<file path="src/source/fprint_pkg.sv">
package fprint_pkg;

	// Bus and table sizes
	localparam int CSR_AW    = 8;
	localparam int DATA_W    = 32;
	localparam int TASK_W    = 4;
	localparam int NUM_TASKS = 16;
	localparam int FPRINT_W  = 32;

	// Full-address register offsets
	localparam logic [CSR_AW-1:0] EXCEPTION_OFS = 8'h00;
	localparam logic [CSR_AW-1:0] SUCCESS_OFS   = 8'h01;
	localparam logic [CSR_AW-1:0] FAIL_OFS      = 8'h02;
	localparam logic [CSR_AW-1:0] MAXCOUNT_OFS  = 8'h03;

	// Core assignment matched on address bits 5:0 with the row in bits 7:6
	localparam logic [5:0] CORE_ASSIGN_OFS = 6'h08;

	// Pointer directories matched on address bits 7:4 with the task in bits 3:0
	localparam logic [3:0] START_DIR = 4'h1;
	localparam logic [3:0] END_DIR   = 4'h2;

	// Exception register as seen by software
	typedef struct packed {
		logic                     irq;
		logic                     collision;
		logic [DATA_W-TASK_W-3:0] reserved;
		logic [TASK_W-1:0]        task_id;
	} exception_t;

	// One fingerprint submission from a physical core
	typedef struct packed {
		logic                valid;
		logic [3:0]          core_id;
		logic [TASK_W-1:0]   task_id;
		logic [FPRINT_W-1:0] fprint;
	} fprint_t;

	// Result of one checkpoint comparison
	typedef struct packed {
		logic [TASK_W-1:0] task_id;
		logic              collision;
	} comp_status_t;

	// Write data seen as a core assignment entry
	typedef struct packed {
		logic [DATA_W-9:0] reserved;
		logic [3:0]        table_ofs;
		logic [3:0]        core_id;
	} core_assign_t;

	// Bus write word, plain or decoded as an assignment entry
	typedef union packed {
		logic [DATA_W-1:0] raw;
		core_assign_t      core_assign;
	} csr_wdata_u;

endpackage

</file>
<file path="src/source/fprint_comparator.sv">
`timescale 1ns/1ps

module fprint_comparator #(
	parameter int RAM_AW = 9
) (
	input  logic                              clk,
	input  logic                              reset,

	input  logic                              maxcount_write,
	input  logic [fprint_pkg::DATA_W-1:0]     maxcount_data,

	output logic [fprint_pkg::TASK_W-1:0]     pop_task,
	output logic                              pop,

	input  logic [fprint_pkg::FPRINT_W-1:0]   head_fprint_0,
	input  logic [fprint_pkg::FPRINT_W-1:0]   head_fprint_1,
	input  logic [RAM_AW:0]                   count_0,
	input  logic [RAM_AW:0]                   count_1,

	output logic                              comp_status_write,
	output fprint_pkg::comp_status_t          comp_status,
	input  logic                              comp_status_ack
);

	typedef enum logic [1:0] {
		st_scan,
		st_compare,
		st_gap,
		st_report
	} state_t;

	state_t state;

	logic [RAM_AW:0]               maxcount_q;
	logic [RAM_AW:0]               remaining_q;
	logic [fprint_pkg::TASK_W-1:0] task_q;
	logic                          collision_q;
	logic                          ready;
	logic                          mismatch;

	// Both logical cores hold a full checkpoint
	assign ready = (maxcount_q != '0) && (count_0 >= maxcount_q) && (count_1 >= maxcount_q);
	assign mismatch = (head_fprint_0 != head_fprint_1);

	assign pop_task          = task_q;
	assign pop               = (state == st_compare);
	assign comp_status_write = (state == st_report);
	assign comp_status.task_id   = task_q;
	assign comp_status.collision = collision_q;

	always_ff @(posedge clk or posedge reset) begin
		if (reset)
			maxcount_q <= '0;
		else if (maxcount_write)
			maxcount_q <= maxcount_data[RAM_AW:0];
	end

	always_ff @(posedge clk or posedge reset) begin
		if (reset) begin
			state       <= st_scan;
			task_q      <= '0;
			remaining_q <= '0;
			collision_q <= 1'b0;
		end else begin
			case (state)
				st_scan: begin
					if (ready) begin
						state       <= st_compare;
						remaining_q <= maxcount_q;
						collision_q <= 1'b0;
					end else begin
						task_q <= task_q + 1'b1;
					end
				end
				st_compare: begin
					collision_q <= collision_q | mismatch;
					remaining_q <= remaining_q - 1'b1;
					if (remaining_q == 1)
						state <= st_report;
					else
						state <= st_gap;
				end
				// Lets the head read catch up with the popped pointer
				st_gap: state <= st_compare;
				st_report: begin
					if (comp_status_ack) begin
						state  <= st_scan;
						task_q <= task_q + 1'b1;
					end
				end
				default: state <= st_scan;
			endcase
		end
	end

endmodule

</file>
<file path="config.mk">
export PLATFORM = sky130hd
export DESIGN_NAME = fprint_comparator
export DESIGN_NICKNAME = d
export VERILOG_FILES = /design/src/source/fprint_pkg.sv /design/src/source/fprint_comparator.sv
export SDC_FILE = /design/constraint.sdc
export NUM_CORES = 1
export LEC_CHECK = 0
export ABC_AREA = 1
export BUFFER_PORTS_ARGS = -buffer_cell sky130_fd_sc_hd__buf_4
export CORE_ASPECT_RATIO = 1.5
export CORE_UTILIZATION = 37
export CTS_BUF_LIST = sky130_fd_sc_hd__clkbuf_16
export DETAILED_ROUTE_END_ITERATION = 10
export HOLD_SLACK_MARGIN = 0.03
export PLACE_DENSITY = 0.68
export SYNTH_ARGS = -nofsm -noshare
export SYNTH_HDL_FRONTEND = slang
export SYNTH_SLANG_ARGS = --single-unit
export TNS_END_PERCENT = 1
</file>
<file path="constraint.sdc">
create_clock -name clk -period 4.2 [get_ports clk]
set_input_delay 0.21 -clock clk [delete_from_list [all_inputs] [get_ports clk]]
set_output_delay 0.21 -clock clk [all_outputs]
set_load 0.01 [all_outputs]
</file>
==> results of run 1 <==
## report_power, final
| part | internal [mW] | total (mW) | switching [mW] | leakage (nW) |
|---|---|---|---|---|
| Sequential | 0.353 | 0.441 | 0.0887 | 0.328 |
| Combinational | 0.322 | 0.741 | 0.420 | 1.44 |
| Clock | 0.128 | 0.216 | 0.0886 | 0.0423 |
| Total | 0.802 | 1.40 | 0.597 | 1.81 |
## area by class of cell
type                    instances  share of cell area, %
clock buffers                   3                   2.24
clock inverters                 1                  0.112
inverters                      46                   5.16
multi-input cells             268                   45.3
flip-flops and latches         27                   20.2
well taps                      74                   2.76
repair buffers                108                   24.2
## cells by family after synthesis
logic type | share of synthesized area [%]
and+or+nand+nor | 34.0
buffers and inverters | 10.2
AOI/OAI and AO/OA | 6.70
xor gates and xnor gates | 9.67
DFF | 27.6
adders and majority gates | 11.8
## sequential cells by signal, indices dropped and copies added, names as in the netlist
signal,flops
collision_q,1
maxcount_q,10
pop_task,4
remaining_q,10
state,2
## through the flow
step / instances / setup slack [ns]
after floorplan: 352 / 2.64
after global routing: 527 / 2.04
after detailed placement: 523 / 2.21
after CTS: 527 / 2.20
final: 527 / 2.19
after global placement: 523 / 2.19
## Yosys cell counts
library cell	n
inv_2	1
ha_1	23
buf_4	6
o21ai_1	1
dfrtp_1	27
a21o_1	2
o22ai_1	1
nor2_2	3
a22oi_1	1
nand2_1	100
buf_2	2
nand2_4	1
or2_2	7
clkinv_1	1
nor2_1	26
xnor2_1	25
nor2_4	1
clkbuf_1	2
nand3b_1	1
xor2_1	2
buf_8	1
inv_1	44
nor3_1	3
o21ai_0	21
nand3_2	3
nor4_1	2
nand4_1	6
nand3_1	34
a21oi_1	5
## worst paths after layout
path / end / depth (start not counted)
max in group asynchronous: remaining_q[4] / 2
worst max-delay path: remaining_q[0] / 9
min in group asynchronous: maxcount_q[0] / 2
worst min register to register: remaining_q[6] / 2
worst max register to register: remaining_q[0] / 9
worst min-delay path: maxcount_q[7] / 3
## critical path, cell delays in order (launching register included)
cell and delay, ns:
dfrtp_1 0.38, inv_1 0.08, ha_1 0.30, nand2_1 0.08, nor2_2 0.17, nand3_1 0.11
nand3_2 0.08, nand4_1 0.41, nand3_1 0.22, nand2_1 0.07
## layer usage
layer | wire length [µm] | share of wire (%)
met5 | 0 | 0
met4 | 100 | 1.7
met3 | 365 | 6.1
met2 | 3190 | 54
met1 | 2290 | 39
==> metrics, run 1 <==
CP startpoint kind flop; n_diodes 0; WL/cell 11.3 µm; Post-CTS Setup Bufs 0; Critical Path AT 2.17 ns; R2R setup slack 2.19 ns; maximum clock path buffer count 2; Layout area overhead 37.0%; worst path required time around 4.4 ns; busiest grt layer met2; hpwl dp 4900 µm; TritonCTS Buffers 3; vias in the first global route 2352; clk slew on worst S/H paths 0.07 ns; Hold Path Class input pin to flop; Final Wtd Congestion around 0.88; GRT overflow 0; Die Width roughly 68 µm; Unique masters post-synth 29; leakage power 1.81 nW; hold_buf cts 0; # rows 35; RR Startpoint maxcount_q[9]; commonest non-fill, non-tap cell in the layout buf_4; nets 597; YS warnings 0; global-route wire length before repair 9710 µm; area of the multi-input gates 1520 µm²; largest net degree at the start of global routing 28; total core area 6260 µm²; Final Max Slew Viols 0; Fillers 620; Synth area leader dfrtp_1; antenna-violating nets left 0; Starting Density 39.0%; max_cap viols 0; area fraction of the dominant cell type after synthesis between 20 and 30%; Die Area slightly below 7000 µm²; fin crit period 2.01 ns; Iter 0 DRT Violations 79; detailed-router iteration count before antenna repair 4; worst skew pair latency 0.26 ns; Crit Path Class flop to flop; WHS between 0.1 and 0.15 ns; setup tns final 0 ns; GR Util All Layers 18.0%; Post-Syn Instances 352; FF+latch area between 600 and 700 µm²; GR Util met2 33.1%; pwr/cell area 418 nW/µm²; htree depth 1; Final Cycle Share 47.9%; Hold Fails Final Rpt 0; Die Span Y 102 µm; total vias in the final route between 2000 and 3000; Layout Cell Area excl Fill 3350 µm²; Mapped Area 2440 µm²; commonest non-fill, non-tap cells in the layout buf_4 (108), nand2_1 (100), inv_1 (45); share of cells above drive strength 1 ~28%; Worst Tran Pin Value around 1.0 ns; Worst slew margin roughly a third; clk_skew 0.00377 ns; total wire length 5950 µm; initial antenna violation count 0; setup violators final 0; status complete, no violations; met3 usage 1.69%; flop and latch count out of synthesis 27; RSZ-0062 raised after global routing no; CTS tree yes; CTS-repair resized insts 0; DRC viols 0; clk sinks 27; Peak VDD IR between 200 and 250 µV; placed cell area 3270 µm²; # IOs 131; port bufs 108; crit end category flop; Design Power 1.40 mW; largest cells by area after synthesis dfrtp_1 (28%), nand2_1 (15%), ha_1 (12%); final core occ 53.5%; post-DR vias/cell between 4 and 5; Root Buffer clkbuf_16; CP Max Fanout 11; M1 GR Usage 20.6%; syn nets ~500; hold_sp maxcount_data[7]; register area share after synthesis between 20% and 30%; Max Freq 0.497 GHz; Avg Cell Area, Syn 6.95 µm²; worst setup path startpoint maxcount_q[9]
No activity file was read; power rests on OpenSTA's default activity.
==> inputs of run 2 (changes only) <==
--- a/config.mk
+++ b/config.mk
@@ -5,14 +5,14 @@
 export SDC_FILE = /design/constraint.sdc
 export NUM_CORES = 1
 export LEC_CHECK = 0
-export ABC_AREA = 1
+export ABC_AREA = 0
 export BUFFER_PORTS_ARGS = -buffer_cell sky130_fd_sc_hd__buf_4
 export CORE_ASPECT_RATIO = 1.5
 export CORE_UTILIZATION = 37
 export CTS_BUF_LIST = sky130_fd_sc_hd__clkbuf_16
 export DETAILED_ROUTE_END_ITERATION = 10
 export HOLD_SLACK_MARGIN = 0.03
-export PLACE_DENSITY = 0.68
+export PLACE_DENSITY = 0.71
 export SYNTH_ARGS = -nofsm -noshare
 export SYNTH_HDL_FRONTEND = slang
 export SYNTH_SLANG_ARGS = --single-unit
==> constraint.sdc (replaced) <==
create_clock -name clk -period 1.6 [get_ports clk]
set_input_delay 0.08 -clock clk [delete_from_list [all_inputs] [get_ports clk]]
set_output_delay 0.08 -clock clk [all_outputs]
set_load 0.01 [all_outputs]
==> metrics, run 2 <==
status finished with violations; failing checks negative setup slack; CP Max Fanout 5; htree depth 1; nets 594; largest net degree at the start of global routing 28; Fillers roughly 530; antenna-violating nets left 0; Root Buffer clkbuf_16; Final Cycle Share 128%; post-synthesis compound-gate area fraction about a fifth; WL/cell 14.6 µm; dpl ws -0.516 ns; multiplexer share of the synthesized area 1.69%; Hold Fails Final Rpt 0; Hold Path Depth 3; worst setup path startpoint maxcount_q[0]; Design Power around 2.2 mW; hpwl dp ~5900 µm; fin crit period a little over 2 ns; port bufs approximately 110; setup violators final 16; clk slew on worst S/H paths 0.07 ns; Synth area leader dfrtp_1; # rows 35; Cell Count Post-Placement slightly above 500; Worst Tran Pin Value approximately 0.37 ns; detailed-router iteration count before antenna repair 4; pwr/cell area 551 nW/µm²; CTS tree yes; Crit Path Class flop to flop; TritonCTS Buffers 3; Peak VDD IR a little under 500 µV; total core area around 6300 µm²; leakage power ~1.8 nW; Final Wtd Congestion 0.867; worst skew pair latency 0.27 ns; Critical Path AT 2.20 ns; Die Area 6940 µm²; commonest cells in the netlist xnor2_1 (32), o21ai_0 (30), nand2_1 (29); Die Span Y 102 µm; WHS Endpoint maxcount_q[8]; asr flop ratio synth 100%; count leader, synth xnor2_1; Die Width 68.4 µm; n_diodes 0; commonest non-fill, non-tap cells in the layout buf_4 (150), xnor2_1 (32), nand2_1 (28); RR Startpoint maxcount_q[0]; Post-Syn Instances between 200 and 300; YS warnings 0; DRC viols 0; CP startpoint kind flop; Layout Cell Area excl Fill just under 4000 µm²; Adder-Cell Fraction of Synth Area 11.8%; largest cells by area after synthesis dfrtp_1 (28%), ha_1 (12%), xnor2_1 (11%); maximum clock path buffer count 2; Iter 0 DRT Violations 68; GRT overflow 0; hold_sp maxcount_data[8]; post-DR vias/cell 5.33; total vias in the final route about 2800; simple-gate area share of the yosys netlist 20.7%; Unique masters post-synth 45; commonest non-fill, non-tap cell in the layout buf_4; Avg Cell Area, Syn between 8 and 9 µm²; GR Util All Layers 22.8%; PnR worst setup slack -0.441 ns; area fraction of the dominant cell type after synthesis 27.6%; Final Max Slew Viols 0; R2R setup slack -0.44 ns; Mapped Area roughly 2400 µm²; register area share after synthesis about 28%; Starting Density roughly two fifths; Worst slew margin 75.3%; Hold Path Class input pin to flop; flop and latch count out of synthesis 27; worst path required time 1.76 ns; Non-Filler Instances 524; # IOs 131; largest family of logic cells by synthesized area simple AND/OR/NAND/NOR gates; Post-synth EDFFs 0; crit end category flop; initial antenna violation count 0; XOR/XNOR Fraction of Synth Area 11.5%; total wire length ~7600 µm; Max Freq a little under 0.5 GHz; placed cell area 3660 µm²; r2r endpoint pop_task[1]; worst reg-to-reg path cell count 7; vias in the first global route approximately 2900; final core occ 62.9%; syn nets between 400 and 500; global-route wire length before repair 12100 µm; clk_skew around 0.005 ns; max_cap viols 0; clk sinks 27; share of cells above drive strength 1 41.6%; RSZ-0062 raised after global routing yes; Layout area overhead 61.0%; ys flop type dfrtp_1
[run 2: cell count changes after synthesis, moves of 7 or more]
cell	before	now
nand2_1	100	29
inv_1	44	20
nand3_1	34	10
nand4_1	6	16
nor2_1	26	17
o21ai_0	21	30
a21oi_1	5	12
clkbuf_1	2	9
or2_2	7	0
xnor2_1	25	32
[run 2: kinds of logic after synthesis]
kind of cell / after synthesis
mux: 4
compound gates: 75
flops: 27
buf+inv: 37
xor+xnor: 32
fa+ha+maj: 23
simple gates: 100
[run 2: worst max path at each step]
stage / end
2_1_floorplan: remaining_q[0]
3_3_place_gp: remaining_q[4]
3_5_place_dp: remaining_q[4]
4_1_cts: pop_task[1]
5_1_grt: pop_task[1]
6_report: pop_task[1]
[run 2: cell type report]
| type | instances | area, µm² | area share, % |
|---|---|---|---|
| timing repair buffer | 164 | 1280 | 32.5 |
| tap | 74 | 92.6 | 2.35 |
| sequential | 27 | 676 | 17.2 |
| clock buffer | 3 | 75.1 | 1.91 |
| inverter | 21 | 78.8 | 2.00 |
| multi-input combinational | 234 | 1730 | 43.9 |
| clock inverter | 1 | 3.75 | 0.0954 |
[run 2: stage by stage]
stage,hold slack (ns),setup TNS [ns]
6_report,0.0408,-5.82
3_3_place_gp,0.175,-5.96
5_1_grt,0.0493,-7.12
2_1_floorplan,0.133,-4.09
4_1_cts,0.0441,-6.21
3_5_place_dp,0.183,-7.16
[run 2: worst max-delay path, stage by stage, from the launching register on]
cell	delay, ns
dfrtp_1	0.42
ha_1	0.29
nand2b_4	0.15
a21oi_4	0.14
o21bai_4	0.10
a211o_4	0.36
a21o_1	0.20
o221a_2	0.26
[run 2: metal layers]
metal | GRT usage [%] | routed length, µm | vias to the layer above
li1 | - | - | 1380
met3 | 2.70 | 521 | 13
met2 | 46.0 | 4200 | 109
met1 | 22.5 | 2750 | 1291
met4 | 7.85 | 165 | 0
met5 | 0 | 0 | -
[run 2: what timing repair did]
action | in CTS | in global routing
hold endpoints to repair | 35 | 0
resized for setup | 14 | 14
pin swaps | 2 | 8
endpoints found under the setup margin | 16 | 16
buffers inserted | 0 | 0
hold buffers | 9 | 0
[run 2: power breakdown]
group / internal, mW / switching [mW] / leakage (nW)
logic: 0.486 / 0.377 / 1.48
registers: 0.705 / 0.0149 / 0.318
clock network: 0.336 / 0.251 / 0.0423
==> inputs of run 3 (changes only) <==
--- a/config.mk
+++ b/config.mk
@@ -8,11 +8,11 @@
 export ABC_AREA = 0
 export BUFFER_PORTS_ARGS = -buffer_cell sky130_fd_sc_hd__buf_4
 export CORE_ASPECT_RATIO = 1.5
-export CORE_UTILIZATION = 37
+export CORE_UTILIZATION = 41
 export CTS_BUF_LIST = sky130_fd_sc_hd__clkbuf_16
 export DETAILED_ROUTE_END_ITERATION = 10
 export HOLD_SLACK_MARGIN = 0.03
-export PLACE_DENSITY = 0.71
+export PLACE_DENSITY = 0.77
 export SYNTH_ARGS = -nofsm -noshare
 export SYNTH_HDL_FRONTEND = slang
 export SYNTH_SLANG_ARGS = --single-unit
==> metrics, run 3 (synthesized netlist as in run 2, its figures left out) <==
status finished with violations; failing checks negative setup slack; vias in the first global route 2858; sw frac 29.9%; clk slew on worst S/H paths ~0.07 ns; # IOs around 130; # rows 34; met3 WL 329 µm; Iter 0 DRT Violations 99; CP Max Fanout 6; met2 wire len 4460 µm; Final Max Slew Viols 0; total vias in the final route roughly 2800; setup tns final -5.32 ns; top layer in use met4; pwr/cell area 552 nW/µm²; DRC viols 0; Fillers 460; detailed-router iteration count before antenna repair 4; M1 WL 2730 µm; Die Area 6280 µm²; RSZ-0062 raised after global routing yes; Worst slew margin 74.1%; clock share of power about a quarter; dpl ws -0.476 ns; Critical Path AT 2.16 ns; Peak VDD IR 471 µV; htree depth 1; Crit Path Class flop to flop; total core area 5790 µm²; global-route wire length before repair 12000 µm; crit end category flop; Post-CTS Setup Bufs 0; Die Width 65.1 µm; port bufs 108; Sw Pwr roughly 0.65 mW; final core occ 68.1%; Layout area overhead 61.1%; clk_skew ~0.0047 ns; Logic pwr share 40.1%; maximum clock path buffer count 2; share of cells above drive strength 1 45.5%; largest net degree at the start of global routing 28; Reg power frac 33.2%; setup violators final 16; Final Cycle Share 126%; commonest non-fill, non-tap cells in the layout buf_4 (145), xnor2_1 (32), nand2_1 (27), dfrtp_1 (27), o21ai_0 (24); Hold Path Class input pin to flop; Starting Density 42.3%; hpwl dp 5910 µm; worst path required time 1.75 ns; clk sinks 27; nets 584; max_cap viols 0; P_int 1.52 mW; commonest non-fill, non-tap cell in the layout buf_4; post-DR vias/cell 5.48; Hold Fails Final Rpt 0; Worst Tran Pin Value 0.388 ns; initial antenna violation count 0; GRT overflow 0; n_diodes 0; Design Power 2.17 mW; TritonCTS Buffers 3; leakage power around 1.8 nW; Root Buffer clkbuf_16; Final Wtd Congestion 0.883; antenna-violating nets left 0; CTS tree yes; PnR worst setup slack -0.408 ns; total wire length ~7700 µm; CP startpoint kind flop; GR Util All Layers about a quarter; fin crit period 2.01 ns; Max Freq about 0.5 GHz; WL/cell 15.0 µm; worst skew pair latency 0.26 ns; Die Span Y ~97 µm
## run 3: worst max-delay path: stages (launching register included)
cell and delay [ns]:
dfrtp_1 0.40, inv_2 0.11, ha_4 0.21, a21o_1 0.17, a21oi_2 0.19, nor2_4 0.07
a211o_4 0.30, a21o_1 0.18, o221a_2 0.26
## run 3: worst paths after layout
check,cells past startpoint,end,startpoint,slack [ns]
setup / recovery,8,pop_task[1],maxcount_q[3],-0.41
hold / removal,3,maxcount_q[2],maxcount_data[2],0.03
setup reg to reg,8,pop_task[1],maxcount_q[3],-0.41
hold reg to reg,2,collision_q,collision_q,0.57
max in group asynchronous,4,collision_q,reset,0.86
min in group asynchronous,4,maxcount_q[4],reset,0.45
## run 3: layout make-up
| cell class | instances | area [µm²] | area share [%] |
|---|---|---|---|
| Timing Repair Buffer | 154 | 1180 | 30.1 |
| Sequential cell | 27 | 676 | 17.2 |
| Multi-Input combinational cell | 234 | 1830 | 46.5 |
| Tap cell | 72 | 90.1 | 2.29 |
| Clock inverter | 1 | 5.00 | 0.127 |
| Inverter | 21 | 78.8 | 2.00 |
| Clock buffer | 3 | 75.1 | 1.91 |
## run 3: through the flow
| stage | std cells | area, µm² | hold slack (ns) |
|---|---|---|---|
| after detailed placement | 503 | 3600 | 0.186 |
| after floorplan | 298 | 2470 | 0.133 |
| after CTS | 512 | 3830 | 0.0333 |
| after global routing | 512 | 3940 | 0.0528 |
| final | 512 | 3940 | 0.0304 |
| after global placement | 503 | 3600 | 0.177 |
## run 3: layer usage
| layer | global-route usage, % | vias up |
|---|---|---|
| met2 | 50.2 | 104 |
| met5 | 0 | - |
| met4 | 7.97 | 0 |
| li1 | - | 1363 |
| met1 | 24.3 | 1326 |
| met3 | 3.05 | 12 |
## run 3: repair_timing
action / in CTS / in global routing
pin swaps: 10 / 12
resized for setup: 30 / 18
setup endpoints to repair: 16 / 16
hold buffers: 5 / 0
endpoints found under the hold margin: 31 / 0
## run 3: power groups by stage
stage / Clock [mW] / Sequential [mW] / Combinational, mW
after floorplan: 0 / 0.731 / 0.329
after global placement: 0 / 0.730 / 0.699
after detailed placement: 0 / 0.732 / 0.723
after CTS: 0.590 / 0.720 / 0.806
after global routing: 0.612 / 0.724 / 0.940
final: 0.581 / 0.721 / 0.871
