==> src/source/fprint_pkg.sv <==
package fprint_pkg;

	// Bus and table sizes
	localparam int CSR_AW    = 8;
	localparam int DATA_W    = 32;
	localparam int TASK_W    = 4;
	localparam int NUM_TASKS = 16;
	localparam int FPRINT_W  = 32;

	// Full-address register offsets
	localparam logic [CSR_AW-1:0] EXCEPTION_OFS = 8'h00;
	localparam logic [CSR_AW-1:0] SUCCESS_OFS   = 8'h01;
	localparam logic [CSR_AW-1:0] FAIL_OFS      = 8'h02;
	localparam logic [CSR_AW-1:0] MAXCOUNT_OFS  = 8'h03;

	// Core assignment matched on address bits 5:0 with the row in bits 7:6
	localparam logic [5:0] CORE_ASSIGN_OFS = 6'h08;

	// Pointer directories matched on address bits 7:4 with the task in bits 3:0
	localparam logic [3:0] START_DIR = 4'h1;
	localparam logic [3:0] END_DIR   = 4'h2;

	// Exception register as seen by software
	typedef struct packed {
		logic                     irq;
		logic                     collision;
		logic [DATA_W-TASK_W-3:0] reserved;
		logic [TASK_W-1:0]        task_id;
	} exception_t;

	// One fingerprint submission from a physical core
	typedef struct packed {
		logic                valid;
		logic [3:0]          core_id;
		logic [TASK_W-1:0]   task_id;
		logic [FPRINT_W-1:0] fprint;
	} fprint_t;

	// Result of one checkpoint comparison
	typedef struct packed {
		logic [TASK_W-1:0] task_id;
		logic              collision;
	} comp_status_t;

	// Write data seen as a core assignment entry
	typedef struct packed {
		logic [DATA_W-9:0] reserved;
		logic [3:0]        table_ofs;
		logic [3:0]        core_id;
	} core_assign_t;

	// Bus write word, plain or decoded as an assignment entry
	typedef union packed {
		logic [DATA_W-1:0] raw;
		core_assign_t      core_assign;
	} csr_wdata_u;

endpackage

==> src/source/comparator_csr.sv <==
`timescale 1ns/1ps

module comparator_csr #(
	parameter int RAM_AW = 9
) (
	input  logic                                  clk,
	input  logic                                  reset,

	input  logic [fprint_pkg::CSR_AW-1:0]         csr_address,
	input  logic                                  csr_read,
	input  logic                                  csr_write,
	input  logic [fprint_pkg::DATA_W-1:0]         csr_writedata,
	output logic [fprint_pkg::DATA_W-1:0]         csr_readdata,
	output logic                                  csr_waitrequest,

	input  logic                                  comp_status_write,
	input  fprint_pkg::comp_status_t              comp_status,
	output logic                                  comp_status_ack,

	output logic                                  maxcount_write,
	output logic [fprint_pkg::DATA_W-1:0]         maxcount_data,

	input  logic [fprint_pkg::TASK_W-1:0]         fprint_task,
	input  logic [3:0]                            physical_core_id,
	output logic                                  logical_core_id,
	output logic [RAM_AW-1:0]                     start_pointer_ex,
	output logic [RAM_AW-1:0]                     end_pointer_ex,

	input  logic [fprint_pkg::TASK_W-1:0]         comp_task,
	output logic [RAM_AW-1:0]                     start_pointer_comp,
	output logic [RAM_AW-1:0]                     end_pointer_comp,

	output logic                                  set_head_tail,
	output logic [fprint_pkg::TASK_W-1:0]         head_tail_task,
	output logic [RAM_AW-1:0]                     head_tail_data,
	input  logic                                  head_tail_ack,

	output logic                                  irq
);

	typedef enum logic [2:0] {
		idle,
		st_csr_write,
		st_csr_read,
		st_wait,
		st_head_tail,
		st_comp_write,
		st_comp_ack
	} state_t;

	state_t state;

	fprint_pkg::exception_t                  exception_q;
	logic [fprint_pkg::NUM_TASKS-1:0]        success_q;
	logic [fprint_pkg::NUM_TASKS-1:0]        fail_q;

	logic [RAM_AW-1:0] start_ptr_mem [fprint_pkg::NUM_TASKS];
	logic [RAM_AW-1:0] end_ptr_mem   [fprint_pkg::NUM_TASKS];
	logic [3:0]        core_assign_tbl [fprint_pkg::NUM_TASKS];

	fprint_pkg::csr_wdata_u wdata_u;

	logic exception_sel;
	logic success_sel;
	logic fail_sel;
	logic maxcount_sel;
	logic start_sel;
	logic end_sel;
	logic core_assign_sel;
	logic reg_write;
	logic [fprint_pkg::TASK_W-1:0] dir_task;

	// Address decode
	assign exception_sel   = (csr_address == fprint_pkg::EXCEPTION_OFS);
	assign success_sel     = (csr_address == fprint_pkg::SUCCESS_OFS);
	assign fail_sel        = (csr_address == fprint_pkg::FAIL_OFS);
	assign maxcount_sel    = (csr_address == fprint_pkg::MAXCOUNT_OFS);
	assign start_sel       = (csr_address[7:4] == fprint_pkg::START_DIR);
	assign end_sel         = (csr_address[7:4] == fprint_pkg::END_DIR);
	assign core_assign_sel = (csr_address[5:0] == fprint_pkg::CORE_ASSIGN_OFS);
	assign dir_task        = csr_address[fprint_pkg::TASK_W-1:0];

	assign wdata_u.raw = csr_writedata;
	assign reg_write   = (state == st_csr_write);

	// Bus first, then comparator reports while no interrupt is pending
	always_ff @(posedge clk or posedge reset) begin
		if (reset) begin
			state <= idle;
		end else begin
			case (state)
				idle: begin
					if (csr_write)
						state <= st_csr_write;
					else if (csr_read)
						state <= st_csr_read;
					else if (comp_status_write && !irq)
						state <= st_comp_write;
				end
				st_csr_write: state <= start_sel ? st_head_tail : st_wait;
				st_csr_read:  state <= st_wait;
				st_head_tail: begin
					if (head_tail_ack)
						state <= st_wait;
				end
				st_comp_write: state <= st_comp_ack;
				default:       state <= idle;
			endcase
		end
	end

	assign csr_waitrequest = (state != st_wait);
	assign comp_status_ack = (state == st_comp_ack);
	assign set_head_tail   = (state == st_head_tail);
	assign head_tail_task  = dir_task;
	assign head_tail_data  = csr_writedata[RAM_AW-1:0];
	assign maxcount_write  = reg_write && maxcount_sel;
	assign maxcount_data   = csr_writedata;
	assign irq             = exception_q.irq;

	always_comb begin
		if (exception_sel)
			csr_readdata = exception_q;
		else if (success_sel)
			csr_readdata = {{(fprint_pkg::DATA_W-fprint_pkg::NUM_TASKS){1'b0}}, success_q};
		else if (fail_sel)
			csr_readdata = {{(fprint_pkg::DATA_W-fprint_pkg::NUM_TASKS){1'b0}}, fail_q};
		else
			csr_readdata = '0;
	end

	// Status registers
	always_ff @(posedge clk or posedge reset) begin
		if (reset) begin
			exception_q <= '0;
			success_q   <= '0;
			fail_q      <= '0;
		end else if (reg_write && exception_sel) begin
			// Software write replaces the word, which also drops irq
			exception_q <= fprint_pkg::exception_t'(csr_writedata);
			success_q   <= '0;
			fail_q      <= '0;
		end else if (state == st_comp_write) begin
			exception_q.irq       <= 1'b1;
			exception_q.collision <= comp_status.collision;
			exception_q.task_id   <= comp_status.task_id;
			success_q[comp_status.task_id] <= !comp_status.collision;
			fail_q[comp_status.task_id]    <= comp_status.collision;
		end
	end

	// Pointer tables with one port for the store side and one for the comparator
	always_ff @(posedge clk) begin
		if (reg_write && start_sel)
			start_ptr_mem[dir_task] <= csr_writedata[RAM_AW-1:0];
		if (reg_write && end_sel)
			end_ptr_mem[dir_task] <= csr_writedata[RAM_AW-1:0];
		start_pointer_ex   <= start_ptr_mem[fprint_task];
		end_pointer_ex     <= end_ptr_mem[fprint_task];
		start_pointer_comp <= start_ptr_mem[comp_task];
		end_pointer_comp   <= end_ptr_mem[comp_task];
	end

	// The lookup reads only row 1 of the assignment table
	always_ff @(posedge clk) begin
		if (reg_write && core_assign_sel && (csr_address[7:6] == 2'b01))
			core_assign_tbl[wdata_u.core_assign.table_ofs] <=
				wdata_u.core_assign.core_id;
	end

	// Logical 1 is whichever physical core row 1 names for this task
	assign logical_core_id = (core_assign_tbl[fprint_task] == physical_core_id);

endmodule

==> config.mk <==
export PLATFORM = sky130hd
export DESIGN_NAME = comparator_csr
export DESIGN_NICKNAME = d
export VERILOG_FILES = /design/src/source/fprint_pkg.sv /design/src/source/comparator_csr.sv
export SDC_FILE = /design/constraint.sdc
export NUM_CORES = 1
export LEC_CHECK = 0
export BUFFER_PORTS_ARGS = -buffer_cell sky130_fd_sc_hd__buf_2
export CORE_MARGIN = 3
export CORE_UTILIZATION = 30
export CTS_BUF_LIST = sky130_fd_sc_hd__clkbuf_8 sky130_fd_sc_hd__clkbuf_16
export DETAILED_ROUTE_END_ITERATION = 8
export PLACE_DENSITY = 0.56
export SLEW_MARGIN = 20
export SYNTH_ARGS = -nofsm -noshare
export SYNTH_HDL_FRONTEND = slang
export SYNTH_SLANG_ARGS = --single-unit
==> constraint.sdc <==
create_clock -name clk -period 2.25 [get_ports clk]
set_clock_uncertainty 0.2 [all_clocks]
set_input_delay 0.45 -clock clk [delete_from_list [all_inputs] [get_ports clk]]
set_output_delay 0.45 -clock clk [all_outputs]
set_load 0.01 [all_outputs]
==> results list, run 1 <==
- Ranked by total cell area, the synthesized netlist is headed by sky130_fd_sc_hd__edfxtp_1 (53%), sky130_fd_sc_hd__mux4_2 (22%), sky130_fd_sc_hd__dfrtp_1 (8.4%).
- Post-synthesis register bit count: 455
* Yosys warns: 0
- RePlAce Congestion: 0.798
* Clock sink count: 455
* Avg Vias per Cell: 5.09
- The critical path in this run is classified as flip-flop to primary output.
* Row Count: 94
- After synthesis, the largest family of logic cells by area is multiplexers.
- Of all cell types, the one taking the most synthesized area is sky130_fd_sc_hd__edfxtp_1.
- For the pin with the worst max-slew slack, the measured transition is 0.836 ns.
- The worst path uses 138% of the clock period.
- Across all setup checks in the final design, the least slack found is -0.859 ns.
* Number of levels in the clock H-tree: 2
- Sequential group share of total power: between 40% and 50%
- For the worst flop-to-flop path, the logic depth is 9.
- Start point of the worst hold path: comp_status[3]
- Antenna violations before repair: 7
- After detailed routing, the number of remaining DRC violations is 0.
- In this run the power density over the cells is approximately 780 nW/um2.
* Power spent charging and discharging nets: 4.80 mW
- Counting I/O delays and the setup requirement, the final critical path takes about 3.1 ns.
- Die ar.: about 70,000 um2
- Data required, critical path: 1.60 ns
- Core Area: about 66,000 um2
* Die height: 265 um
* Share of layout cells above drive strength 1: 47.9%
* Slew Limit Headroom: 44.3%
- Yosys mapped the design onto between 40 and 50 distinct sky130hd cell types.
- Setup repair after global routing could not meet its margin everywhere.
- Non-filler cells in the finished layout: 2,369
* Count of flip-flops with a built-in enable after synthesis: 352
- Fraction of the yosys area taken by sequential cells: 64.6%
* Origin of the critical flop-to-flop path: state[2]$_DFFE_PP0P_
* Simple logic cell fraction of the synthesized area: 6.06%
* Routed Antenna Nets: 0
- Summing the areas of all xor and xnor instances in the mapped netlist gives 0.262% of the synthesized area.
- Static leakage power: 9.53 nW
* Cell-by-cell trace of the critical path: mux4_2 > mux2i_2 > xnor2_1 > or3_1 > a211oi_2 > buf_2
- The final reports fail on negative setup slack.
- Net switching is 23.5% of the power.
* Detailed router's first-iteration violation count: 1,051
* Maximum clock frequency: 0.322 GHz
- Before antenna repair, the detailed router went through 6 iterations.
* Number of buffers on the longest clock path: 3
- The run finished, with violations left.
* Clock insertion delay at the later pin of the skew report: 0.59 ns
* Effective utilization at floorplan: 30.4%
* Mux cell area share after synthesis: between 20% and 30%
* X dimension of the die: about 260 um
* Count of nets after finishing: 1,526
* Clk pin slew, worst setup/hold paths: 0.06 ns
- Summing the areas of all compound-gate instances in the mapped netlist gives 2.91% of the synthesized area.
- Final Hold Viols: 0
* Post-synthesis share of cell area spent on full adders, half adders and majority gates: 0%
- Startpoint kind of the worst setup timing path: flip-flop
- TritonCTS built the clock tree.
* Capture instance of the worst register-to-register path: core_assign_tbl[1][2]$_DFFE_PP_
- In this run the mean area of a mapped cell was around 17 um2.
* Number of global-route vias before repair: about 13,000
- For this run, the slowest stage of the critical path takes 0.49 ns.
* Portion of total power attributed to the clock network: 42.3%
- The slowest stage of the critical path belongs to the cell sky130_fd_sc_hd__mux4_2.
* Worst hold stages: 3
- CP endpoint kind: primary output
* Count of cell instances traversed by the critical path: 6
- Counting the buffers created by CTS gives 50.
- Setup total negative slack on the finished layout was measured at -75.97 ns.
- Setup violations remaining at the end of the flow were counted as 389.
- Gate count after technology mapping: around 1,200
* Predominant post-synthesis flop cell: sky130_fd_sc_hd__edfxtp_1
- Total number of vias: 12,100
- Total power for the finished layout comes to roughly 20 mW.
- The internal portion of the total power is 15.6 mW.
- The kind of cell with the highest combined delay along the critical path is multiplexers.
- Across all register-to-register paths, the minimum setup slack is -0.35 ns.
* Number of nets produced by synthesis: 1,217
* Worst min-delay path endpoint: exception_q[2]$_DFFE_PP0P_
- Reported max-cap violation count: 0
- Final count of pins violating max slew: 0
- Fillers: just under 6,000
* Count of buffers inserted at the top-level ports: ~180
- Relative to the synthesized area, the layout overhead comes to 31.1%.
- IO Pins: 182
- The wire-length estimate of the detail-placed layout is 36,900 um.
- The worst-case IR drop observed on VDD is 0.000695 V.
* Path class of the lowest-slack min-delay path: input pin to flip-flop
- Post-synth top area share: a little over half
- Wire length reported by the detailed router: 57,400 um
- The root buffer cell chosen for the clock tree is sky130_fd_sc_hd__clkbuf_16.
- The total overflow left after global routing is 0.
* WL/cell: 24.2 um
- In this run, placement finished with an instance count of 2,222.
* Async set-reset flop share out of synthesis: about 15%
- Pin count of the biggest net entering global routing: 50
- Synthesized area: 20,100 um2
- In this run, the combinational gates consume 11.0% of the power.
- Together, buffers and inverters on the worst path number 1.
* Global router's overall resource usage: 16.2%
- Wire length of the first global-routing pass: 84,100 um
- Data arrives at the worst endpoint at 2.46 ns.
- Along the worst path, the maximum fanout reaches 1.
-- metal layers --
layer  vias up  track usage, %  part of all wire, %
li1       5196               -                    -
met1      6322            21.7                   41
met2       455            27.0                   49
met3        78            3.42                  6.9
met4         0            4.29                  2.2
met5         -               0                    0
-- synth_stat cells (4+ instances only) --
cell                       count
sky130_fd_sc_hd__nand2b_1      7
sky130_fd_sc_hd__mux4_2      195
sky130_fd_sc_hd__nor3b_1       4
sky130_fd_sc_hd__buf_4        46
sky130_fd_sc_hd__o21ai_0      20
sky130_fd_sc_hd__inv_1        21
sky130_fd_sc_hd__a21oi_1      30
sky130_fd_sc_hd__o211a_1       6
sky130_fd_sc_hd__nor2b_1       9
sky130_fd_sc_hd__or3_1         4
sky130_fd_sc_hd__mux2i_1       9
sky130_fd_sc_hd__edfxtp_1    352
sky130_fd_sc_hd__nand3_1      22
sky130_fd_sc_hd__dfxtp_1      36
sky130_fd_sc_hd__nand2_1     103
sky130_fd_sc_hd__a311oi_1      4
sky130_fd_sc_hd__clkbuf_1     31
sky130_fd_sc_hd__or2_2         8
sky130_fd_sc_hd__nor2_1       68
sky130_fd_sc_hd__a222oi_1     16
sky130_fd_sc_hd__buf_2        34
sky130_fd_sc_hd__dfrtp_1      67
sky130_fd_sc_hd__and2_1       16
sky130_fd_sc_hd__nor3_1        8
-- power by group through the flow --
| stage | combinational (mW) | clock, mW | sequential, mW |
|---|---|---|---|
| after floorplan | 1.19 | 0 | 9.70 |
| after global placement | 1.96 | 0 | 9.71 |
| after detailed placement | 1.99 | 0 | 9.72 |
| after CTS | 2.18 | 8.82 | 9.55 |
| after global routing | 2.43 | 9.19 | 9.58 |
| final | 2.24 | 8.63 | 9.55 |
-- registers in the layout, summed over array words and instances, names as in the netlist --
signal              flops
state                   3
core_assign_tbl        64
end_pointer_ex          9
fail_q                 16
start_ptr_mem         144
exception_q            31
end_ptr_mem           144
start_pointer_comp      9
end_pointer_comp        9
start_pointer_ex        9
irq                     1
success_q              16
-- metrics by stage --
stage          util, %  setup WS (ns)  hold WS [ns]  area, um2
5_1_grt           39.9         -0.972        0.0269      26300
6_report          39.9         -0.859        0.0434      26300
3_3_place_gp      35.0         -0.520         0.254      23100
3_5_place_dp      35.0         -0.520         0.254      23100
4_1_cts           39.2         -0.916       0.00474      25900
2_1_floorplan        -         -0.297         0.237      20300
-- worst max path at each step --
stage                               startpoint         endpoint
2_1_floorplan                   fprint_task[0]  logical_core_id
3_3_place_gp                    fprint_task[1]  logical_core_id
3_5_place_dp                    fprint_task[1]  logical_core_id
4_1_cts        core_assign_tbl[7][3]$_DFFE_PP_  logical_core_id
5_1_grt        core_assign_tbl[7][3]$_DFFE_PP_  logical_core_id
6_report       core_assign_tbl[7][3]$_DFFE_PP_  logical_core_id
-- logic make-up (layout without fill, tap and decap cells) --
| group | Yosys count | after routing |
|---|---|---|
| muxes | 205 | 205 |
| xor gates and xnor gates | 6 | 6 |
| DFF | 455 | 455 |
| buffers and inverters | 138 | 488 |
| and+or+nand+nor | 264 | 264 |
| AOI/OAI and AO/OA | 86 | 86 |
| other | 0 | 1 |
-- area by class of cell --
| class | instances | area (um2) | area share, % |
|---|---|---|---|
| clock buffers | 58 | 1370 | 5.22 |
| inverters | 21 | 82.6 | 0.314 |
| well taps | 864 | 1080 | 4.11 |
| multi-input cells | 561 | 6910 | 26.3 |
| repair buffers | 374 | 3510 | 13.3 |
| clock inverters | 35 | 377 | 1.43 |
| flip-flops and latches | 455 | 13000 | 49.3 |
| diodes | 1 | 2.50 | 0.00951 |
-- tightest hold or removal path, delay by kind of cell --
family                 cells  cell delay, ns
AOI/OAI and AO/OA          1            0.09
and+or+nand+nor            1            0.06
buffers and inverters      1            0.19
-- cell usage in the layout, fill, tap and decap left out, types with 5 or more instances in the layout --
| master | netlist | layout |
|---|---|---|
| sky130_fd_sc_hd__buf_2 | 34 | 147 |
| sky130_fd_sc_hd__nor2_1 | 68 | 21 |
| sky130_fd_sc_hd__nand2_1 | 103 | 98 |
| sky130_fd_sc_hd__o211a_1 | 6 | 6 |
| sky130_fd_sc_hd__clkinv_1 | 0 | 5 |
| sky130_fd_sc_hd__dfxtp_1 | 36 | 36 |
| sky130_fd_sc_hd__nand3_1 | 22 | 19 |
| sky130_fd_sc_hd__bufinv_16 | 0 | 7 |
| sky130_fd_sc_hd__nor2b_1 | 9 | 7 |
| sky130_fd_sc_hd__and2_4 | 0 | 15 |
| sky130_fd_sc_hd__buf_6 | 3 | 62 |
| sky130_fd_sc_hd__o21ai_0 | 20 | 20 |
| sky130_fd_sc_hd__edfxtp_1 | 352 | 352 |
| sky130_fd_sc_hd__nand2b_1 | 7 | 6 |
| sky130_fd_sc_hd__clkbuf_8 | 0 | 7 |
| sky130_fd_sc_hd__clkbuf_16 | 0 | 57 |
| sky130_fd_sc_hd__a222oi_1 | 16 | 16 |
| sky130_fd_sc_hd__dlygate4sd3_1 | 0 | 28 |
| sky130_fd_sc_hd__nor2_4 | 0 | 45 |
| sky130_fd_sc_hd__buf_12 | 0 | 46 |
| sky130_fd_sc_hd__a21oi_1 | 30 | 30 |
| sky130_fd_sc_hd__dfrtp_1 | 67 | 67 |
| sky130_fd_sc_hd__buf_4 | 46 | 79 |
| sky130_fd_sc_hd__or2_2 | 8 | 5 |
| sky130_fd_sc_hd__nor3_4 | 0 | 5 |
| sky130_fd_sc_hd__clkinv_2 | 0 | 10 |
| sky130_fd_sc_hd__mux2i_1 | 9 | 8 |
| sky130_fd_sc_hd__mux4_2 | 195 | 195 |
| sky130_fd_sc_hd__inv_1 | 21 | 26 |
-- repair_timing --
action / in CTS / in global routing
setup endpoints to repair: 328 / 394
resized for setup: 115 / 85
pin swaps: 30 / 19
gates cloned: 7 / 4
hold buffers: 28 / 0
buffers inserted: 11 / 8
hold endpoints to repair: 56 / 0
Note: power is estimated with default switching activity, not from simulation.
==> run 2: changes to the inputs <==
- CORE_UTILIZATION: 30 -> 45
- PLACE_DENSITY: 0.56 -> 0.74
==> results list, run 2 (synthesized netlist as in run 1, its figures left out) <==
* Crit path max-delay cell type: sky130_fd_sc_hd__mux4_2
* Final setup vio count: 436
- Effective utilization at floorplan: 46.1%
- Count of buffers inserted at the top-level ports: 181
- Count of cell instances traversed by the critical path: 6
- Compared with the post-synthesis result, the final layout area differs by 28.6%.
- For the worst setup path, the data arrival time is 2.42 ns.
- For this run, the total global-route usage over all layers was measured as 23.3%.
* Unrepaired setup endpoints after global routing: yes
- Largest stage delay on the critical path: between 0.4 and 0.5 ns
* Reported max-cap violation count: 0
* Final Hold Viols: 0
- Cell-by-cell trace of the critical path: mux4_2 > mux2i_2 > xnor2_1 > or3_1 > a211oi_2 > buf_2
- The first TritonRoute pass finished after 6 iterations.
* Number of global-route vias before repair: roughly 13,000
- Number of buffers on the longest clock path: 3
- Counting the buffers created by CTS gives 48.
- Dividing the detail-routed via count by the number of cells gives ~6.
- The worst register-to-register path begins at state[1]$_DFFE_PP0P_.
- Path class of the lowest-slack min-delay path: input pin to flip-flop
- Aggregate global routing overflow: 0
- After floorplanning, the core was divided into 76 placement rows.
- Antenna violations before repair: 1
* Capture instance of the worst register-to-register path: core_assign_tbl[2][1]$_DFFE_PP_
- Failing checks: negative setup slack
* Wire length reported by the detailed router: 55,800 um
* Pin count of the biggest net entering global routing: 74
* Clock insertion delay at the later pin of the skew report: 0.57 ns
* Transition time at the pin with the least slew margin: 0.512 ns
* Start point of the worst hold path: comp_status[4]
* Die height: 217 um
- Hold timing on the final database bottoms out at a slack of 0.0459 ns.
- OpenSTA, run right after detailed placement, puts the worst setup slack at -0.537 ns.
- Subtracting the final worst setup slack from the clock period gives 3.07 ns.
- The library cell used most frequently in the layout, excluding fill and tap cells, is sky130_fd_sc_hd__edfxtp_1.
- The post-route netlist has 47.8% of its cells at a drive strength greater than 1.
- The worst hold path passes through 3 cells.
- For the worst flop-to-flop path, the logic depth is 9.
* Result of the run: finished, violations left
- In this run the worst path has a maximum fanout of 1.
- After layout, the worst path uses 136% of the clock period.
* Cell count after placement: about 1,900
- The worst pin sits at a relative slew slack of around 66%.
- For this design the static power due to leakage is 9.47 nW.
- Data required, critical path: between 1.5 and 2 ns
- The first global-routing pass estimated 82,100 um of wire.
- CTS tree: yes
- Detailed placement ended at an HPWL of between 30,000 and 40,000 um.
- Setup WS post-layout: -0.815 ns
- Worst setup slack for register-to-register paths: -0.51 ns
* Number of levels in the clock H-tree: 2
- WL/cell: around 27 um
* Largest registers in the final layout: end_ptr_mem (144), start_ptr_mem (144), core_assign_tbl (64)
- Routed Antenna Nets: 0
- Startpoint kind of the worst setup timing path: flip-flop
* X dimension of the die: 217 um
- The worst setup path is of the flip-flop to primary output kind.
- Core Area: 43,600 um2
* Worst min-delay path endpoint: exception_q[3]$_DFFE_PP0P_
* Count of nets after finishing: 1,523
- Die ar.: roughly 47,000 um2
- Highest-count cells in the layout ignoring fill and taps: sky130_fd_sc_hd__edfxtp_1 (352), sky130_fd_sc_hd__mux4_2 (195), sky130_fd_sc_hd__buf_2 (148)
- Routability-driven placement finished with a final weighted congestion of ~0.84.
* Pwr Density: 788 nW/um2
- CTS placed an instance of sky130_fd_sc_hd__clkbuf_16 at the clock tree root.
- For this run, design rule violations remaining after detail routing come to 0.
* Total number of vias: 12,500
- Buffers and inverters on the worst path: 1
- The number of pins exceeding their max-slew limit in the final report is 0.
* IO Pins: between 150 and 200
- Static timing analysis puts the maximum clock frequency at 0.326 GHz.
- In this run, the number of DRC markers left after iteration 0 of detailed routing was roughly 1,300.
- CTS saw about 460 sinks.
- CP endpoint kind: primary output
- Non-filler cells in the finished layout: about 2,100
- Clk pin slew, worst setup/hold paths: 0.05 ns
- In this design, the largest share of critical-path delay is due to multiplexers.
- Maximum vdd ir drop: 0.000548 V
==> run 2: cell types whose count changed in the layout (fill, tap and decap cells not counted), sizes merged <==
cell	before	now
inv	29	32
clkinv	18	16
clkinvlp	2	3
bufbuf	1	0
dlygate4sd3	28	27
clkbuf	64	54
buf	339	340
bufinv	7	11
==> run 2: cell type report <==
cell class / count / area (um2)
fill: 3166 / 17700
sequential: 455 / 13000
multi-input combinational: 561 / 6880
timing repair buffer: 373 / 3450
clock buffer: 48 / 1200
tap: 585 / 732
clock inverter: 41 / 482
inverter: 21 / 82.6
antenna: 1 / 2.50
==> run 2: layer usage <==
metal / wire, um / share of wire (%) / global-route usage [%]
met1: 21200 / 38 / 31.3
met2: 27800 / 50 / 38.5
met3: 5290 / 9.5 / 5.38
met4: 1470 / 2.6 / 6.87
met5: 9 / 0.016 / 0
==> run 2: repair_timing <==
action | CTS | global route
buffers inserted | 13 | 15
cloned | 4 | 5
pin swaps | 31 | 23
endpoints found under the hold margin | 44 | 0
resized for setup | 101 | 89
endpoints found under the setup margin | 272 | 267
hold buffers | 27 | 0
==> run 2: how the worst max path moves through the flow <==
stage                       to                       startpoint
2_1_floorplan  logical_core_id                   fprint_task[0]
3_3_place_gp   logical_core_id                   fprint_task[0]
3_5_place_dp   logical_core_id                   fprint_task[0]
4_1_cts        logical_core_id  core_assign_tbl[7][3]$_DFFE_PP_
5_1_grt        logical_core_id  core_assign_tbl[7][3]$_DFFE_PP_
6_report       logical_core_id  core_assign_tbl[7][3]$_DFFE_PP_
==> run 2: power breakdown <==
group / internal [mW] / total, mW / switching (mW) / leakage [nW]
sequential: 9.38 / 9.56 / 0.178 / 4.37
combinational: 1.18 / 2.37 / 1.20 / 4.25
clock: 5.14 / 8.42 / 3.27 / 0.853
==> run 2: tightest hold or removal path, delay by kind of cell <==
kind / cells / cell delay [ns]
and+or+nand+nor: 1 / 0.05
buffers and inverters: 1 / 0.18
AOI/OAI and AO/OA: 1 / 0.09
==> run 2: metrics by stage <==
stage	util (%)	area (um2)	total power, mW	setup TNS (ns)
2_1_floorplan	-	20300	10.9	-2.08
3_3_place_gp	52.1	22700	11.6	-42.16
3_5_place_dp	52.1	22700	11.7	-46.45
4_1_cts	58.0	25200	20.2	-15.02
5_1_grt	59.2	25800	21.0	-142.46
6_report	59.2	25800	20.3	-118.66
==> run 3: changes to the inputs <==
- CELL_PAD_IN_SITES_DETAIL_PLACEMENT: not set -> 2
- CELL_PAD_IN_SITES_GLOBAL_PLACEMENT: not set -> 2
- CORE_UTILIZATION: 45 -> 40
- PLACE_DENSITY: 0.74 -> 0.84
- REMOVE_ABC_BUFFERS: not set -> 1
==> results list, run 3 (synthesized netlist as in run 1, its figures left out) <==
- Buffers and inverters on the worst path: 1
- Transition time at the pin with the least slew margin: roughly 1.2 ns
- Final worst path period need: 3.12 ns
* Maximum vdd ir drop: approximately 0.00052 V
- Static leakage power: just under 10 nW
* Total CTS buffers: 49
* Largest fanout of any net on the critical path: 1
* Number of global-route vias before repair: around 15,000
* Largest stage delay on the critical path: 0.46 ns
- Compared with the post-synthesis result, the final layout area differs by 35.6%.
- In the routed design, unresolved DRC markers number 0.
- The die covers about 53,000 um2.
- RePlAce Congestion: 0.773
- IO Pins: between 150 and 200
* Share of layout cells above drive strength 1: 54.2%
- Pin count of the biggest net entering global routing: 73
* Family with the most delay on the worst path: multiplexers
- Walking the worst path, the cells encountered are mux4_2 > mux2i_1 > xnor2_1 > or3_1 > a211oi_2 > buf_2.
- For the worst setup path, the data arrival time is roughly 2.5 ns.
* Count of nets after finishing: around 1,600
- Power comes to around 22 mW.
- STA classifies the critical path startpoint as a flip-flop.
- Antenna violations before repair: 3
- The tree is rooted in a sky130_fd_sc_hd__clkbuf_16.
* Maximum clock frequency: 0.320 GHz
- Avg Vias per Cell: 6.36
* Non-filler cells in the finished layout: 2,217
- Cell count after placement: 2,027
* Slew Limit Headroom: 23.1%
- Number of buffers on the longest clock path: 3
* Routed Antenna Nets: 0
- The clock net in this run drives a total of 455 sinks.
- Leaving out fill and tap cells, the most frequent cell in the layout is sky130_fd_sc_hd__edfxtp_1.
* Core Area: 49,300 um2
- The final count of hold timing violations is 0.
- Area of the multi-input gates: 7420 um2
- Setup WS post-layout: -0.871 ns
* Number of levels in the clock H-tree: 2
* CTS tree: yes
- At the later pin of the worst-skew pair, clock insertion delay measures 0.62 ns.
* Pwr Density: 794 nW/um2
- By startpoint and endpoint, the worst setup path is classified as flip-flop to primary output.
- The min-delay analysis places its worst path in the category input pin to flip-flop.
- Fill cells in the final layout number ~4,200.
- The number of pins exceeding their max-slew limit in the final report was 0.
- The flow ran to the end, but the final reports show violations.
- WL/cell: about 40 um
- On the final layout, the worst hold slack is 0.0708 ns.
* Wire length of the first global-routing pass: 118,000 um
- Setup repair after global routing could not meet its margin everywhere.
* Wire length reported by the detailed router: slightly below 90,000 um
- After clock tree synthesis, the clock-pin slew on the worst setup and hold paths is 0.08 ns.
* Count of buffers inserted at the top-level ports: around 180
* Effective utilization at floorplan: 40.7%
- Crit path max-delay cell type: sky130_fd_sc_hd__mux4_2
- The floorplan has 81 rows.
* Reported max-cap violation count: 0
- Total number of vias: 14,100
* Post-detailed-placement half-perimeter wirelength: approximately 42,000 um
- Across the whole layout, storage elements account for 13,000 um2.
- At the worst endpoint, the required time is 1.60 ns.
- In the final layout, the registers with the most flip-flops are end_ptr_mem (144), start_ptr_mem (144), core_assign_tbl (64).
- In the finished design, the share of the clock period the worst path needs comes to 139%.
- Aggregate global routing overflow: 0
- In the global route stage, overall resource usage came out at 31.2%.
- Die height: 230 um
* Detailed router's first-iteration violation count: 1,870
* CP endpoint kind: primary output
- X dimension of the die: 230 um
- Setup violations remaining at the end of the flow were counted as 335.
- Before antenna repair, the detailed router went through 8 iterations.
- Highest-count cells in the layout ignoring fill and taps: sky130_fd_sc_hd__edfxtp_1 (352), sky130_fd_sc_hd__mux4_2 (195), sky130_fd_sc_hd__buf_2 (143)
- The final reports fail on negative setup slack.
==> run 3: worst paths after layout <==
path,start,endpoint,slack (ns),cells past startpoint
min reg2reg,exception_q[19]$_DFFE_PP0P_,exception_q[19]$_DFFE_PP0P_,0.29,2
min,csr_writedata[30],exception_q[30]$_DFFE_PP0P_,0.07,3
max,core_assign_tbl[3][3]$_DFFE_PP_,logical_core_id,-0.87,6
max reg2reg,state[1]$_DFFE_PP0P_,core_assign_tbl[13][0]$_DFFE_PP_,-0.47,9
max in group asynchronous,reset,exception_q[17]$_DFFE_PP0P_,0.93,4
min in group asynchronous,reset,success_q[12]$_DFFE_PP0P_,0.22,3
==> run 3: final cells by class <==
class | count | share of cell area, %
antenna | 1 | 0.00920
clock buffer | 61 | 5.20
clock inverter | 31 | 0.993
inverter | 21 | 0.290
multi-input combinational | 561 | 27.3
sequential | 455 | 47.7
tap | 664 | 3.05
timing repair buffer | 423 | 15.5
==> run 3: timing repair <==
action / CTS / global route
gates resized for setup: 245 / 183
hold endpoints to repair: 40 / 0
cloned: 12 / 3
endpoints found under the setup margin: 353 / 462
pin swaps: 38 / 68
hold buffers: 24 / 0
setup buffers: 36 / 33
==> run 3: report_power, final <==
| group | switching (mW) | leakage, nW | internal (mW) | total [mW] |
|---|---|---|---|---|
| sequential | 0.296 | 4.37 | 9.37 | 9.67 |
| combinational | 1.72 | 4.67 | 1.35 | 3.08 |
| clock | 3.85 | 0.871 | 5.01 | 8.86 |
==> run 3: layer usage <==
metal	global-route usage, %	vias to the layer above	share of wire [%]
met1	38.6	7491	35
met3	7.23	246	8.8
met4	13.5	2	5.0
met5	0	-	0.015
met2	52.8	1052	51
li1	-	5311	-
==> run 3: through the flow <==
stage	setup TNS (ns)	setup slack, ns	utilization [%]	area [um2]
floorplan	-147.94	-2.66	-	19400
global placement	-71.27	-0.628	46.2	22800
detailed placement	-113.09	-0.673	46.2	22800
CTS	-82.49	-0.906	53.3	26200
global route	-78.45	-0.981	55.2	27200
finish	-72.85	-0.871	55.2	27200
==> run 3: worst register-to-register path, cell delays in order (launching register included) <==
cell and delay, ns:
sky130_fd_sc_hd__dfrtp_1 0.41, sky130_fd_sc_hd__or3b_4 0.45, sky130_fd_sc_hd__buf_6 0.16, sky130_fd_sc_hd__and4bb_4 0.40, sky130_fd_sc_hd__buf_6 0.13, sky130_fd_sc_hd__nand3b_1 0.12, sky130_fd_sc_hd__buf_6 0.20, sky130_fd_sc_hd__buf_12 0.13
sky130_fd_sc_hd__nor2_4 0.08, sky130_fd_sc_hd__buf_6 0.14
